**src/rtl/fetch_pkg.sv**
```systemverilog
// fetch path widths, parcel buffer depth default
// and the fetch word struct
package fetch_pkg;

  // instruction and pc width
  parameter int XLEN = 32;

  // one compressed parcel
  parameter int PARCEL_W = 16;

  // default depth of the realign buffer in parcels
  parameter int BUF_PARCELS_DEF = 4;

  // word from the icache together with its word-aligned pc
  typedef struct packed {
    logic [XLEN-1:0] data;
    logic [XLEN-1:0] pc;
  } fetch_word_s;

endpackage

```
**src/rtl/rv_isa_pkg.sv**
```systemverilog
// rv32i major opcodes, funct3/funct7 values
// and the instruction format union
package rv_isa_pkg;

  parameter logic [6:0] OPCODE_LOAD   = 7'h03;
  parameter logic [6:0] OPCODE_OP_IMM = 7'h13;
  parameter logic [6:0] OPCODE_STORE  = 7'h23;
  parameter logic [6:0] OPCODE_OP     = 7'h33;
  parameter logic [6:0] OPCODE_LUI    = 7'h37;
  parameter logic [6:0] OPCODE_BRANCH = 7'h63;
  parameter logic [6:0] OPCODE_JALR   = 7'h67;
  parameter logic [6:0] OPCODE_JAL    = 7'h6f;

  parameter logic [2:0] F3_ADD = 3'b000;
  parameter logic [2:0] F3_SLL = 3'b001;
  parameter logic [2:0] F3_W   = 3'b010;
  parameter logic [2:0] F3_XOR = 3'b100;
  parameter logic [2:0] F3_SR  = 3'b101;
  parameter logic [2:0] F3_OR  = 3'b110;
  parameter logic [2:0] F3_AND = 3'b111;
  parameter logic [2:0] F3_BEQ = 3'b000;
  parameter logic [2:0] F3_BNE = 3'b001;

  // sub and sra select
  parameter logic [6:0] F7_SUB = 7'b0100000;

  parameter logic [31:0] EBREAK_INSTR = 32'h0010_0073;

  typedef struct packed {
    logic [6:0] funct7;
    logic [4:0] rs2;
    logic [4:0] rs1;
    logic [2:0] funct3;
    logic [4:0] rd;
    logic [6:0] opcode;
  } r_type_s;

  typedef struct packed {
    logic [11:0] imm;
    logic [4:0]  rs1;
    logic [2:0]  funct3;
    logic [4:0]  rd;
    logic [6:0]  opcode;
  } i_type_s;

  typedef struct packed {
    logic [6:0] imm_hi;
    logic [4:0] rs2;
    logic [4:0] rs1;
    logic [2:0] funct3;
    logic [4:0] imm_lo;
    logic [6:0] opcode;
  } s_type_s;

  typedef struct packed {
    logic       imm12;
    logic [5:0] imm10_5;
    logic [4:0] rs2;
    logic [4:0] rs1;
    logic [2:0] funct3;
    logic [3:0] imm4_1;
    logic       imm11;
    logic [6:0] opcode;
  } b_type_s;

  typedef struct packed {
    logic [19:0] imm;
    logic [4:0]  rd;
    logic [6:0]  opcode;
  } u_type_s;

  typedef struct packed {
    logic       imm20;
    logic [9:0] imm10_1;
    logic       imm11;
    logic [7:0] imm19_12;
    logic [4:0] rd;
    logic [6:0] opcode;
  } j_type_s;

  // one instruction word, seen through each base format
  typedef union packed {
    logic [31:0] raw;
    r_type_s     r;
    i_type_s     i;
    s_type_s     s;
    b_type_s     b;
    u_type_s     u;
    j_type_s     j;
  } instr32_u;

endpackage

```
**src/rtl/parcel_if.sv**
```systemverilog
// assembled instruction handed from the realigner
// through the decompressor to the output register
interface parcel_if;

  logic                       valid;
  rv_isa_pkg::instr32_u       instr;
  logic [fetch_pkg::XLEN-1:0] pc;

  // filled in by the decompressor
  rv_isa_pkg::instr32_u       xinstr;
  logic                       comp;
  logic                       illegal;

  modport realign (
    output valid, instr, pc
  );

  modport dcmp (
    input  valid, instr, pc,
    output xinstr, comp, illegal
  );

  modport sink (
    input valid, instr, pc, xinstr, comp, illegal
  );

endinterface

```
**src/rtl/fetch_realign.sv**
```systemverilog
// parcel buffer that assembles rv32ic instructions from fetch words,
// tracks the head pc and flushes on redirect
module fetch_realign #(
  parameter int BUF_PARCELS = fetch_pkg::BUF_PARCELS_DEF
) (
  input  logic                       clk,
  input  logic                       rst_n,
  input  logic [fetch_pkg::XLEN-1:0] fetch_data,
  input  logic [fetch_pkg::XLEN-1:0] fetch_pc,
  input  logic                       fetch_ack,
  input  logic                       req_kill,
  input  logic [fetch_pkg::XLEN-1:0] kill_pc,
  output logic                       fetch_req,
  parcel_if.realign                  out
);

  localparam int PTR_W = $clog2(BUF_PARCELS);
  localparam int CNT_W = $clog2(BUF_PARCELS + 1);
  localparam logic [PTR_W:0]   DEPTH   = (PTR_W + 1)'(BUF_PARCELS);
  // room for one more word means two free parcels
  localparam logic [CNT_W-1:0] REQ_MAX = CNT_W'(BUF_PARCELS - 2);

  logic [fetch_pkg::PARCEL_W-1:0] parcel_buf [BUF_PARCELS];
  logic [PTR_W-1:0]               rd_ptr;
  logic [PTR_W-1:0]               wr_ptr;
  logic [CNT_W-1:0]               count_q;
  logic [fetch_pkg::XLEN-1:0]     head_pc;
  logic                           pc_load;

  fetch_pkg::fetch_word_s fw;
  rv_isa_pkg::instr32_u   head_word;
  logic [1:0]             need_n;
  logic [1:0]             pop_n;
  logic [1:0]             push_n;
  logic                   push;
  logic                   drop_low;
  logic                   head_ready;
  logic [fetch_pkg::XLEN-1:0] pc_step;

  // circular pointer advance, also for depths that are not a power of two
  function automatic logic [PTR_W-1:0] ptr_add(input logic [PTR_W-1:0] p,
                                               input logic [1:0]       n);
    logic [PTR_W:0] sum;
    sum = {1'b0, p} + {{(PTR_W - 1){1'b0}}, n};
    if (sum >= DEPTH) begin
      sum = sum - DEPTH;
    end
    return sum[PTR_W-1:0];
  endfunction

  assign fw.data = fetch_data;
  assign fw.pc   = fetch_pc;

  // head parcel plus the one behind it, upper half only matters for 32-bit
  assign head_word.raw = {parcel_buf[ptr_add(rd_ptr, 2'd1)], parcel_buf[rd_ptr]};
  assign need_n        = (head_word.raw[1:0] == 2'b11) ? 2'd2 : 2'd1;
  assign head_ready    = count_q >= {{(CNT_W - 2){1'b0}}, need_n};

  assign out.valid = head_ready && !req_kill;
  assign out.instr = head_word;
  assign out.pc    = head_pc;

  assign pop_n   = out.valid ? need_n : 2'd0;
  assign pc_step = {{(fetch_pkg::XLEN - 3){1'b0}}, pop_n, 1'b0};

  // first word after a redirect to an odd parcel carries a stale low half
  assign drop_low = (count_q == '0) && (pc_load ? fw.pc[1] : head_pc[1]);
  assign push     = fetch_ack && !req_kill;
  assign push_n   = !push ? 2'd0 : (drop_low ? 2'd1 : 2'd2);

  assign fetch_req = count_q <= REQ_MAX;

  always_ff @(posedge clk or negedge rst_n) begin
    if (!rst_n) begin
      rd_ptr  <= '0;
      wr_ptr  <= '0;
      count_q <= '0;
      head_pc <= '0;
      pc_load <= 1'b1;
    end else if (req_kill) begin
      rd_ptr  <= '0;
      wr_ptr  <= '0;
      count_q <= '0;
      head_pc <= kill_pc;
      pc_load <= 1'b0;
    end else begin
      rd_ptr  <= ptr_add(rd_ptr, pop_n);
      wr_ptr  <= ptr_add(wr_ptr, push_n);
      count_q <= count_q + {{(CNT_W - 2){1'b0}}, push_n}
                         - {{(CNT_W - 2){1'b0}}, pop_n};
      // buffer is empty here, so nothing pops in the same cycle
      if (push && pc_load) begin
        head_pc <= fw.pc;
        pc_load <= 1'b0;
      end else begin
        head_pc <= head_pc + pc_step;
      end
    end
  end

  always_ff @(posedge clk) begin
    if (push) begin
      if (drop_low) begin
        parcel_buf[wr_ptr] <= fw.data[fetch_pkg::XLEN-1:fetch_pkg::PARCEL_W];
      end else begin
        parcel_buf[wr_ptr]                <= fw.data[fetch_pkg::PARCEL_W-1:0];
        parcel_buf[ptr_add(wr_ptr, 2'd1)] <= fw.data[fetch_pkg::XLEN-1:fetch_pkg::PARCEL_W];
      end
    end
  end

endmodule

```
**src/rtl/rvc_decompress.sv**
```systemverilog
// combinational rvc to rv32i expansion, flags compressed
// input and the reserved c0 encoding
module rvc_decompress (
  parcel_if.dcmp ifc
);

  localparam logic [4:0] REG_ZERO = 5'd0;
  localparam logic [4:0] REG_RA   = 5'd1;
  localparam logic [4:0] REG_SP   = 5'd2;

  logic [15:0]          c;
  logic [4:0]           rd_full;
  logic [4:0]           rs2_full;
  // three-bit register fields map onto x8..x15
  logic [4:0]           rdp;
  logic [4:0]           rs1p;
  logic [11:0]          imm6;
  logic [2:0]           f3_alu;
  logic                 reserved;
  rv_isa_pkg::instr32_u x;

  assign c        = ifc.instr.raw[15:0];
  assign rd_full  = c[11:7];
  assign rs2_full = c[6:2];
  assign rdp      = {2'b01, c[4:2]};
  assign rs1p     = {2'b01, c[9:7]};
  assign imm6     = {{6{c[12]}}, c[12], c[6:2]};

  // c.sub/xor/or/and select
  always_comb begin
    unique case (c[6:5])
      2'b00:   f3_alu = rv_isa_pkg::F3_ADD;
      2'b01:   f3_alu = rv_isa_pkg::F3_XOR;
      2'b10:   f3_alu = rv_isa_pkg::F3_OR;
      default: f3_alu = rv_isa_pkg::F3_AND;
    endcase
  end

  always_comb begin
    x        = ifc.instr;
    reserved = 1'b0;
    unique case (c[1:0])
      // quadrant 0
      2'b00: begin
        unique case (c[15:14])
          2'b00: begin
            // c.addi4spn -> addi rd', x2, nzuimm
            x.i = '{imm: {2'b00, c[10:7], c[12:11], c[5], c[6], 2'b00}, rs1: REG_SP,
                    funct3: rv_isa_pkg::F3_ADD, rd: rdp, opcode: rv_isa_pkg::OPCODE_OP_IMM};
          end
          2'b01: begin
            // c.lw
            x.i = '{imm: {5'b0, c[5], c[12:10], c[6], 2'b00}, rs1: rs1p,
                    funct3: rv_isa_pkg::F3_W, rd: rdp, opcode: rv_isa_pkg::OPCODE_LOAD};
          end
          2'b11: begin
            // c.sw
            x.s = '{imm_hi: {5'b0, c[5], c[12]}, rs2: rdp, rs1: rs1p,
                    funct3: rv_isa_pkg::F3_W, imm_lo: {c[11:10], c[6], 2'b00},
                    opcode: rv_isa_pkg::OPCODE_STORE};
          end
          default: reserved = 1'b1;
        endcase
      end

      // quadrant 1
      2'b01: begin
        unique case (c[15:13])
          3'b000: begin
            // c.addi, c.nop
            x.i = '{imm: imm6, rs1: rd_full, funct3: rv_isa_pkg::F3_ADD, rd: rd_full,
                    opcode: rv_isa_pkg::OPCODE_OP_IMM};
          end
          3'b001, 3'b101: begin
            // c.jal links to x1, c.j to x0
            x.j = '{imm20: c[12], imm10_1: {c[8], c[10:9], c[6], c[7], c[2], c[11], c[5:3]},
                    imm11: c[12], imm19_12: {8{c[12]}}, rd: {4'b0, ~c[15]},
                    opcode: rv_isa_pkg::OPCODE_JAL};
          end
          3'b010: begin
            // c.li
            x.i = '{imm: imm6, rs1: REG_ZERO, funct3: rv_isa_pkg::F3_ADD, rd: rd_full,
                    opcode: rv_isa_pkg::OPCODE_OP_IMM};
          end
          3'b011: begin
            if (rd_full == REG_SP) begin
              // c.addi16sp
              x.i = '{imm: {{3{c[12]}}, c[4:3], c[5], c[2], c[6], 4'b0}, rs1: REG_SP,
                      funct3: rv_isa_pkg::F3_ADD, rd: REG_SP,
                      opcode: rv_isa_pkg::OPCODE_OP_IMM};
            end else begin
              // c.lui
              x.u = '{imm: {{15{c[12]}}, c[6:2]}, rd: rd_full, opcode: rv_isa_pkg::OPCODE_LUI};
            end
          end
          3'b100: begin
            unique case (c[11:10])
              2'b00, 2'b01: begin
                // c.srli, c.srai share funct3, bit 10 picks arithmetic
                x.i = '{imm: {1'b0, c[10], 5'b0, c[6:2]}, rs1: rs1p,
                        funct3: rv_isa_pkg::F3_SR, rd: rs1p,
                        opcode: rv_isa_pkg::OPCODE_OP_IMM};
              end
              2'b10: begin
                // c.andi
                x.i = '{imm: imm6, rs1: rs1p, funct3: rv_isa_pkg::F3_AND, rd: rs1p,
                        opcode: rv_isa_pkg::OPCODE_OP_IMM};
              end
              default: begin
                x.r = '{funct7: (c[6:5] == 2'b00) ? rv_isa_pkg::F7_SUB : 7'b0,
                        rs2: rdp, rs1: rs1p, funct3: f3_alu, rd: rs1p,
                        opcode: rv_isa_pkg::OPCODE_OP};
              end
            endcase
          end
          default: begin
            // c.beqz / c.bnez, bit 13 selects bne
            x.b = '{imm12: c[12], imm10_5: {{3{c[12]}}, c[6:5], c[2]}, rs2: REG_ZERO,
                    rs1: rs1p, funct3: c[13] ? rv_isa_pkg::F3_BNE : rv_isa_pkg::F3_BEQ,
                    imm4_1: {c[11:10], c[4:3]}, imm11: c[12],
                    opcode: rv_isa_pkg::OPCODE_BRANCH};
          end
        endcase
      end

      // quadrant 2
      2'b10: begin
        unique case (c[15:14])
          2'b00: begin
            // c.slli
            x.i = '{imm: {7'b0, c[6:2]}, rs1: rd_full, funct3: rv_isa_pkg::F3_SLL,
                    rd: rd_full, opcode: rv_isa_pkg::OPCODE_OP_IMM};
          end
          2'b01: begin
            // c.lwsp
            x.i = '{imm: {4'b0, c[3:2], c[12], c[6:4], 2'b00}, rs1: REG_SP,
                    funct3: rv_isa_pkg::F3_W, rd: rd_full, opcode: rv_isa_pkg::OPCODE_LOAD};
          end
          2'b10: begin
            if (rs2_full != REG_ZERO) begin
              // c.mv reads x0, c.add reads rd
              x.r = '{funct7: 7'b0, rs2: rs2_full, rs1: c[12] ? rd_full : REG_ZERO,
                      funct3: rv_isa_pkg::F3_ADD, rd: rd_full, opcode: rv_isa_pkg::OPCODE_OP};
            end else if (c[12] && (rd_full == REG_ZERO)) begin
              x.raw = rv_isa_pkg::EBREAK_INSTR;
            end else begin
              // c.jr links to x0, c.jalr to x1
              x.i = '{imm: 12'b0, rs1: rd_full, funct3: 3'b000,
                      rd: c[12] ? REG_RA : REG_ZERO, opcode: rv_isa_pkg::OPCODE_JALR};
            end
          end
          default: begin
            // c.swsp
            x.s = '{imm_hi: {4'b0, c[8:7], c[12]}, rs2: rs2_full, rs1: REG_SP,
                    funct3: rv_isa_pkg::F3_W, imm_lo: {c[11:9], 2'b00},
                    opcode: rv_isa_pkg::OPCODE_STORE};
          end
        endcase
      end

      // full-width instruction goes through as it is
      default: x = ifc.instr;
    endcase
  end

  assign ifc.xinstr  = x;
  assign ifc.comp    = c[1:0] != 2'b11;
  assign ifc.illegal = reserved;

endmodule

```
**src/rtl/fetch_out_reg.sv**
```systemverilog
// output register toward decode and sequential next-pc
module fetch_out_reg (
  input  logic                       clk,
  input  logic                       rst_n,
  parcel_if.sink                     in,
  output logic [fetch_pkg::XLEN-1:0] instr,
  output logic [fetch_pkg::XLEN-1:0] instr_pc,
  output logic [fetch_pkg::XLEN-1:0] instr_next_pc,
  output logic                       instr_valid,
  output logic                       instr_comp,
  output logic                       instr_illegal
);

  localparam logic [fetch_pkg::XLEN-1:0] STEP_C = 'd2;
  localparam logic [fetch_pkg::XLEN-1:0] STEP_W = 'd4;

  always_ff @(posedge clk or negedge rst_n) begin
    if (!rst_n) begin
      instr_valid <= 1'b0;
    end else begin
      instr_valid <= in.valid;
    end
  end

  // payload only moves with a valid instruction
  always_ff @(posedge clk) begin
    if (in.valid) begin
      instr         <= in.xinstr.raw;
      instr_pc      <= in.pc;
      instr_comp    <= in.comp;
      instr_illegal <= in.illegal;
    end
  end

  assign instr_next_pc = instr_pc + (instr_comp ? STEP_C : STEP_W);

endmodule

```
**src/rtl/fetch_align_top.sv**
```systemverilog
// fetch alignment path: realigner, rvc expander
// and output register
module fetch_align_top #(
  parameter int BUF_PARCELS = fetch_pkg::BUF_PARCELS_DEF
) (
  input  logic                       clk,
  input  logic                       rst_n,
  input  logic [fetch_pkg::XLEN-1:0] fetch_data,
  input  logic [fetch_pkg::XLEN-1:0] fetch_pc,
  input  logic                       fetch_ack,
  input  logic                       req_kill,
  input  logic [fetch_pkg::XLEN-1:0] kill_pc,
  output logic                       fetch_req,
  output logic [fetch_pkg::XLEN-1:0] instr,
  output logic [fetch_pkg::XLEN-1:0] instr_pc,
  output logic [fetch_pkg::XLEN-1:0] instr_next_pc,
  output logic                       instr_valid,
  output logic                       instr_comp,
  output logic                       instr_illegal
);

  parcel_if pif ();

  fetch_realign #(
    .BUF_PARCELS(BUF_PARCELS)
  ) u_fetch_realign (
    .clk       (clk),
    .rst_n     (rst_n),
    .fetch_data(fetch_data),
    .fetch_pc  (fetch_pc),
    .fetch_ack (fetch_ack),
    .req_kill  (req_kill),
    .kill_pc   (kill_pc),
    .fetch_req (fetch_req),
    .out       (pif.realign)
  );

  rvc_decompress u_rvc_decompress (
    .ifc(pif.dcmp)
  );

  fetch_out_reg u_fetch_out_reg (
    .clk          (clk),
    .rst_n        (rst_n),
    .in           (pif.sink),
    .instr        (instr),
    .instr_pc     (instr_pc),
    .instr_next_pc(instr_next_pc),
    .instr_valid  (instr_valid),
    .instr_comp   (instr_comp),
    .instr_illegal(instr_illegal)
  );

endmodule

```
**config.mk**
```make
export PLATFORM = sky130hd
export DESIGN_NAME = fetch_align_top
export DESIGN_NICKNAME = d
export VERILOG_FILES = /design/src/rtl/fetch_pkg.sv /design/src/rtl/rv_isa_pkg.sv /design/src/rtl/parcel_if.sv /design/src/rtl/fetch_realign.sv /design/src/rtl/rvc_decompress.sv /design/src/rtl/fetch_out_reg.sv /design/src/rtl/fetch_align_top.sv
export SDC_FILE = /design/constraint.sdc
export NUM_CORES = 1
export LEC_CHECK = 0
export BUFFER_PORTS_ARGS = -buffer_cell sky130_fd_sc_hd__buf_4
export CAP_MARGIN = 20
export CORE_MARGIN = 2
export CORE_UTILIZATION = 57
export CTS_CLUSTER_SIZE = 12
export DETAILED_ROUTE_END_ITERATION = 8
export GPL_TIMING_DRIVEN = 0
export PLACE_DENSITY = 0.82
export SETUP_SLACK_MARGIN = 0.1
export SYNTH_ARGS = -nofsm -noshare
export SYNTH_HDL_FRONTEND = slang
export SYNTH_HIERARCHICAL = 1
export SYNTH_SLANG_ARGS = --single-unit
```
**constraint.sdc**
```tcl
create_clock -name clk -period 3.8 [get_ports clk]
set_input_delay 0.19 -clock clk [delete_from_list [all_inputs] [get_ports clk]]
set_output_delay 0.19 -clock clk [all_outputs]
set_load 0.1 [all_outputs]
```
== After elaboration in Yosys (flattened, before gate mapping) ==
Memory sizes are Yosys's and may differ from the RTL's.
Cells that the tools add are included.

* Output and inout port bits: 100
* Register bits: 107
* Logic and storage cells: 106
* ROM bits: 0
* Latch bits: 0
* Memories kept: 1
* RAM bits: 64

{| class="wikitable"
|+ Memories
! name !! depth !! bits a word !! read ports !! clocked after memory_dff !! write ports !! RTL line !! source
|-
| u_fetch_realign.parcel_buf || 4 || 16 || 2 || 0 || 2 || fetch_realign.sv:23 || <nowiki>logic [fetch_pkg::PARCEL_W-1:0] parcel_buf [BUF_PARCELS];</nowiki>
|}

* Muxes and demuxes: 40
* Divide/modulo/power cells: 0
* $add $sub $neg: 12
* Shift-type cells: 0
* $mul: 0
* Eq/ne operators: 17
* Bitwise gates (word level): 2
* $lt $le $gt $ge: 6
* Reductions and logical operators: 18

{| class="wikitable"
|+ Operators with widths
! cell !! count
|-
| 32-bit one-hot mux with 3 select lines || 3
|-
| 32-bit one-hot mux with 5 select lines || 1
|-
| 32-bit two-way mux || 3
|-
| 32-bit one-hot mux with 2 select lines || 1
|-
| 32-bit by 3-bit adder with 32-bit output || 1
|-
| 32-bit adder || 1
|-
| 29-bit two-way mux || 1
|-
| 2-bit two-way mux || 12
|-
| 21-bit two-way mux || 1
|-
| 16-bit two-way mux || 1
|-
| 2-bit == test, second input constant || 6
|-
| 3-bit >= comparator, second input constant || 4
|-
| 1-bit two-way mux || 12
|-
| 3-bit one-hot mux with 3 select lines || 1
|-
| 2-bit by 1-bit == test with 1-bit output, second input constant || 4
|-
| 2-bit zero test || 4
|-
| 2-bit by 1-bit subtractor with 2-bit output, second input constant || 4
|-
| 2-bit by 1-bit adder with 3-bit output, second input constant || 2
|-
| 2-bit by 2-bit adder with 3-bit output || 2
|-
| 3-bit by 2-bit == test with 1-bit output, second input constant || 2
|-
| 3-bit == test, second input constant || 2
|-
| 3-bit zero test || 2
|-
| 3-bit two-way mux || 2
|-
| 6-bit two-way mux || 1
|-
| other kinds (17) || 22
|}

== Logic depth before layout (Yosys ltp) ==
An unclocked memory read counts as a cell.

* Depth after elaboration: 10
* Mapped depth: 15
* Gate-level depth less buffers: 14

== Cells and area by module ==
The synthesis kept the hierarchy.

{| class="wikitable"
|+ By module, submodules not included
! module !! cells an instance !! instances !! area an instance (um^2)
|-
| fetch_realign || 452 || 1 || 6,064.6
|-
| fetch_out_reg || 159 || 1 || 2,676.3
|-
| rvc_decompress || 301 || 1 || 1,781.7
|}

== Worst setup path after synthesis ==
Ideal clock, no wire load.

* Path kind: reg2out
* Start: register u_fetch_out_reg.instr_comp
* End: output port instr_next_pc[15] (netlist name)
* Stages on the path, launching flop included: 7
* Buffers on the path: 0
* Data arrival time: 3.848 ns
* Path slack: -0.238 ns
* Required time: 3.610 ns
* Path through: edfxtp_1 -> ha_1 -> fa_1 -> nand3_1 -> nor4_4 -> nand4_1 -> xnor2_1

* Longest elaborated chain between the ends: 2

{| class="wikitable"
|+ RTL lines
! item !! RTL line !! source
|-
| start, declared || fetch_out_reg.sv:10 || <nowiki>output logic instr_comp,</nowiki>
|-
| start signal, assigned || fetch_out_reg.sv:30 || <nowiki>instr_comp <= in.comp;</nowiki>
|-
| 3-bit two-way mux || fetch_out_reg.sv:35 || <nowiki>assign instr_next_pc = instr_pc + (instr_comp ? STEP_C : STEP_W);</nowiki>
|-
| 32-bit adder || fetch_out_reg.sv:35 ||
|-
| end, declared || fetch_align_top.sv:16 || <nowiki>output logic [fetch_pkg::XLEN-1:0] instr_next_pc,</nowiki>
|}

Every way passes these cells.

==> out/summary.md <==
### Route
- **Via density** 6.54
- **router iterations before antenna repair** 6
- **routed wire length per instance** 23.6 um
- **number of remaining DRC errors** 0
- **Detailed Route WL** 32.9 mm
- **routed vias** 9,107
- **Post-DRT Antenna Nets** 0
- **DRC violation total after the first TritonRoute iteration** 1,252

### Logic synthesis
- **top post-synthesis cells by area** sky130_fd_sc_hd__edfxtp_1, sky130_fd_sc_hd__dfrtp_1, sky130_fd_sc_hd__mux4_2
- **number of instances in the synthesized netlist** 912
- **post-synthesis area per instance** 11.5 sq um
- **arithmetic-cell share of the synthesized area counting full adders, half adders and majority gates** 2.54%
- **mux share of post-synthesis cell area** 15.0%
- **Synth Area in XOR/XNOR** 5.24%
- **area share of the largest cell type after synthesis** 37.1%
- **share of the synthesized area in compound gates (AO/OA/AOI/OAI)** 13.6%
- **post-synthesis sequential area ratio** 46.9%
- **Seq cells post-synth** 171
- **synth warn** 6
- **main combinational cell family by area after synthesis** multiplexers
- **Post-synth ARST share** 24.0%
- **number of unique standard cell types used by synthesis** 82
- **synthesized-area fraction occupied by and/or/nand/nor cells** 12.6%
- **Mapped Nets** 1,031
- **Syn Std Cell Area** 10,500 sq um
- **top cell type by total area after synthesis** sky130_fd_sc_hd__edfxtp_1
- **EDFF count, synth** 130
- **leading register cell type out of synthesis** sky130_fd_sc_hd__edfxtp_1

### Min path
- **instance count along the most critical hold path** 3
- **worst hold path class** primary input to register
- **launch point of the worst hold path** fetch_pc[20]
- **Worst Hold Endpoint** u_fetch_realign/out.pc[20]

### Floorplan
- **# IOs** 200
- **Row Count** 49
- **Initial Util** 58.4%
- **DIE WIDTH** 140 um
- **full die area** 19,600 sq um
- **vertical extent of the die** 140 um
- **area inside the core boundary** 18,000 sq um

### Worst setup path
- **capture instance of the worst register-to-register path** u_fetch_out_reg/instr[0]
- **cell depth of the worst flop-to-flop path** 9
- **Max FO, Critical Path** 10
- **data arrival time of the critical path** 3.86 ns
- **Crit. End Element** register
- **reg-to-reg slack, setup** 0.14 ns
- **critical path startpoint category** register
- **Worst EP required** 4.00 ns
- **startpoint-to-endpoint class of the critical path** register to register
- **launching point of the worst reg2reg path** u_fetch_realign/rd_ptr[0]

### Place
- **sum of net half-perimeters after detailed placement** 23.8 mm
- **Placed Cells** 1,343
- **count of input and output buffers** 198
- **weighted congestion reported at the end of routability-driven placement** 1.03

### Global route
- **via count of the first global-routing pass** 8,767
- **busiest metal layer after global routing** met2
- **global routing usage on met3** 6.78%
- **met2 Resource Use GR** 52.4%
- **GR Overflow Total** 0
- **antenna violations before repair** 0
- **maximum number of pins on one net before global-route repair** 46
- **combined global-route utilization of all metal layers** 33.9%
- **global-route wire length before repair** 50.5 mm
- **global routing met1 resource utilization** 47.1%

### Clocking
- **number of levels the H-tree was split into** 4
- **clock tree from TritonCTS** yes
- **CTS Root Buffer Type** sky130_fd_sc_hd__clkbuf_16
- **clock latency reported for the late side of the worst-skew pair** 0.44 ns
- **total clock buffers created by CTS** 17
- **clock transition at the registers of the reported paths** 0.07 ns
- **TritonCTS Sinks** 171
- **maximum clock path buffer count** 2

### Final layout
- **layout cells sized above 1** 35.2%
- **number of diodes added for antenna fixing** 0
- **Layout area overhead** 26.3%
- **number of nets in the layout** 1,269
- **count of placed standard cells in the final layout, fillers left out** 1,392
- **final core utilization** 73.8%

### STA
- **final hold vios** 0
- **Final Skew** 0.0125 ns
- **maximum achievable frequency** 0.273 GHz
- **final slew viol count** 0
- **Period minus WS final** 3.66 ns
- **fin crit share** 96.3%
- **# setup viols final** 0
- **setup repair after global routing missed its margin** yes
- **max_slew headroom** 35.5%
- **Tightest Pin Transition** 0.966 ns

### Job
- **Max Cap Viol** 0

### Outcome
- **run status** finished, final reports clean

cells by family after synthesis:
group | after synthesis
and+or+nand+nor | 244
AOI/OAI and AO/OA | 219
DFF | 171
muxes | 102
buffers and inverters | 94
xor gates and xnor gates | 63
adders and majority gates | 19
through the flow:
| step | hold slack, ns | setup slack, ns | instance area (sq um) | setup TNS, ns |
|---|---|---|---|---|
| after floorplan | -0.106 | 0.207 | 10700 | 0 |
| after detailed placement | 0.210 | -0.151 | 12500 | -0.976 |
| after CTS | 0.00422 | 0.114 | 13200 | 0 |
| final | 0.00694 | 0.140 | 13300 | 0 |
| after global placement | 0.207 | -0.231 | 12500 | -14.72 |
| after global routing | 0.0166 | -0.00782 | 13300 | -0.00782 |
how the worst max path moves through the flow:
stage	start	to	slack (ns)	cells after the start
after floorplan	u_fetch_out_reg/instr_comp	instr_next_pc[9]	0.21	5
after global placement	u_fetch_realign/rd_ptr[0]	u_fetch_out_reg/instr[29]	-0.23	7
after detailed placement	u_fetch_realign/rd_ptr[0]	u_fetch_realign/out.pc[29]	-0.15	14
after CTS	u_fetch_realign/rd_ptr[0]	u_fetch_realign/out.pc[8]	0.11	13
after global routing	u_fetch_realign/rd_ptr[0]	u_fetch_realign/out.pc[8]	-0.008	13
final	u_fetch_realign/rd_ptr[0]	u_fetch_out_reg/instr[0]	0.14	9
routing by layer:
layer	vias to the layer above	routed length, um	share of wire (%)
met5	-	0	0
met4	0	1240	3.8
met3	117	3450	10
met2	637	15300	47
met1	4389	12900	39
li1	3964	-	-
cell usage in the layout (no fill, tap or decap), types with 9 or more instances in the layout:
cell type	synthesis	final
sky130_fd_sc_hd__nor2b_1	11	11
sky130_fd_sc_hd__edfxtp_1	130	130
sky130_fd_sc_hd__o22ai_1	13	13
sky130_fd_sc_hd__xnor2_2	0	22
sky130_fd_sc_hd__nor2_1	46	43
sky130_fd_sc_hd__clkbuf_16	0	17
sky130_fd_sc_hd__nand2_1	60	60
sky130_fd_sc_hd__and3_1	14	14
sky130_fd_sc_hd__nor3_1	12	10
sky130_fd_sc_hd__a21oi_1	49	46
sky130_fd_sc_hd__a22oi_1	26	26
sky130_fd_sc_hd__buf_4	2	205
sky130_fd_sc_hd__o21ai_0	63	63
sky130_fd_sc_hd__mux2_2	43	43
sky130_fd_sc_hd__nand3_1	27	27
sky130_fd_sc_hd__clkbuf_1	42	38
sky130_fd_sc_hd__nand2b_1	9	9
sky130_fd_sc_hd__xnor2_1	35	13
sky130_fd_sc_hd__inv_1	30	29
sky130_fd_sc_hd__mux2_4	20	20
sky130_fd_sc_hd__xor2_1	28	27
sky130_fd_sc_hd__ha_1	15	14
sky130_fd_sc_hd__mux4_2	32	32
sky130_fd_sc_hd__dfrtp_1	40	40
sky130_fd_sc_hd__dlygate4sd3_1	0	12
sky130_fd_sc_hd__buf_2	11	11
sky130_fd_sc_hd__nand4_1	30	30
worst max-delay path, stage by stage (launching register included):
cell,delay (ns)
sky130_fd_sc_hd__dfrtp_1,0.39
sky130_fd_sc_hd__clkbuf_2,0.17
sky130_fd_sc_hd__mux4_2,0.40
sky130_fd_sc_hd__buf_4,0.16
sky130_fd_sc_hd__ha_1,0.15
sky130_fd_sc_hd__clkbuf_1,0.50
sky130_fd_sc_hd__buf_1,0.55
sky130_fd_sc_hd__clkbuf_1,0.61
sky130_fd_sc_hd__nor3_1,0.11
sky130_fd_sc_hd__a21oi_1,0.37
repair_timing:
item                       CTS  global route
setup buffers                1             4
hold endpoints to repair    49             0
hold buffers                12             0
setup endpoints to repair   21            33
resized for setup            7            11
pin swaps                    0             1
Yosys cell counts, types with 4 or more instances:
master and instances:
sky130_fd_sc_hd__xnor2_1 35, sky130_fd_sc_hd__dfrtp_1 40, sky130_fd_sc_hd__a32oi_1 5, sky130_fd_sc_hd__nand2b_1 9, sky130_fd_sc_hd__and4_1 5, sky130_fd_sc_hd__fa_1 4
sky130_fd_sc_hd__ha_1 15, sky130_fd_sc_hd__mux2_4 20, sky130_fd_sc_hd__a221o_1 4, sky130_fd_sc_hd__a31oi_1 5, sky130_fd_sc_hd__a21o_1 4, sky130_fd_sc_hd__nand3_1 27
sky130_fd_sc_hd__mux2_2 43, sky130_fd_sc_hd__nor3_1 12, sky130_fd_sc_hd__mux2i_1 4, sky130_fd_sc_hd__mux4_2 32, sky130_fd_sc_hd__buf_6 4, sky130_fd_sc_hd__nor3b_1 4
sky130_fd_sc_hd__clkbuf_1 42, sky130_fd_sc_hd__nand2_1 60, sky130_fd_sc_hd__o221ai_1 4, sky130_fd_sc_hd__o211ai_1 4, sky130_fd_sc_hd__edfxtp_1 130, sky130_fd_sc_hd__buf_2 11
sky130_fd_sc_hd__nor2_1 46, sky130_fd_sc_hd__a21oi_1 49, sky130_fd_sc_hd__nor2b_1 11, sky130_fd_sc_hd__a211o_1 4, sky130_fd_sc_hd__a22oi_1 26, sky130_fd_sc_hd__o22ai_1 13
sky130_fd_sc_hd__o21ai_1 4, sky130_fd_sc_hd__o21ai_0 63, sky130_fd_sc_hd__inv_1 30, sky130_fd_sc_hd__xor2_1 28, sky130_fd_sc_hd__and3_1 14, sky130_fd_sc_hd__nand4_1 30
flip-flops by register name, indices dropped and copies added (netlist names):
signal,cells
u_fetch_realign/wr_ptr,2
u_fetch_out_reg/instr,32
u_fetch_out_reg/instr_valid,1
u_fetch_realign/count_q,3
u_fetch_realign/rd_ptr,2
u_fetch_realign/pc_load,1
u_fetch_out_reg/instr_illegal,1
u_fetch_realign/parcel_buf,64
u_fetch_out_reg/instr_pc,32
u_fetch_realign/out.pc,32
u_fetch_out_reg/instr_comp,1
layout make-up:
cell class / instances / area (sq um)
Buffer: 63 / 325
Clock buffer: 17 / 425
Clock inverter: 15 / 115
Fill cell: 1181 / 4730
Inverter: 31 / 116
Multi-Input combinational cell: 647 / 5390
Sequential cell: 171 / 4930
Tap cell: 229 / 287
Timing Repair Buffer: 219 / 1710
Power is left out: the tool's default activity adds up to more than one toggle a clock period on the data nets, which glitch-free logic cannot reach.
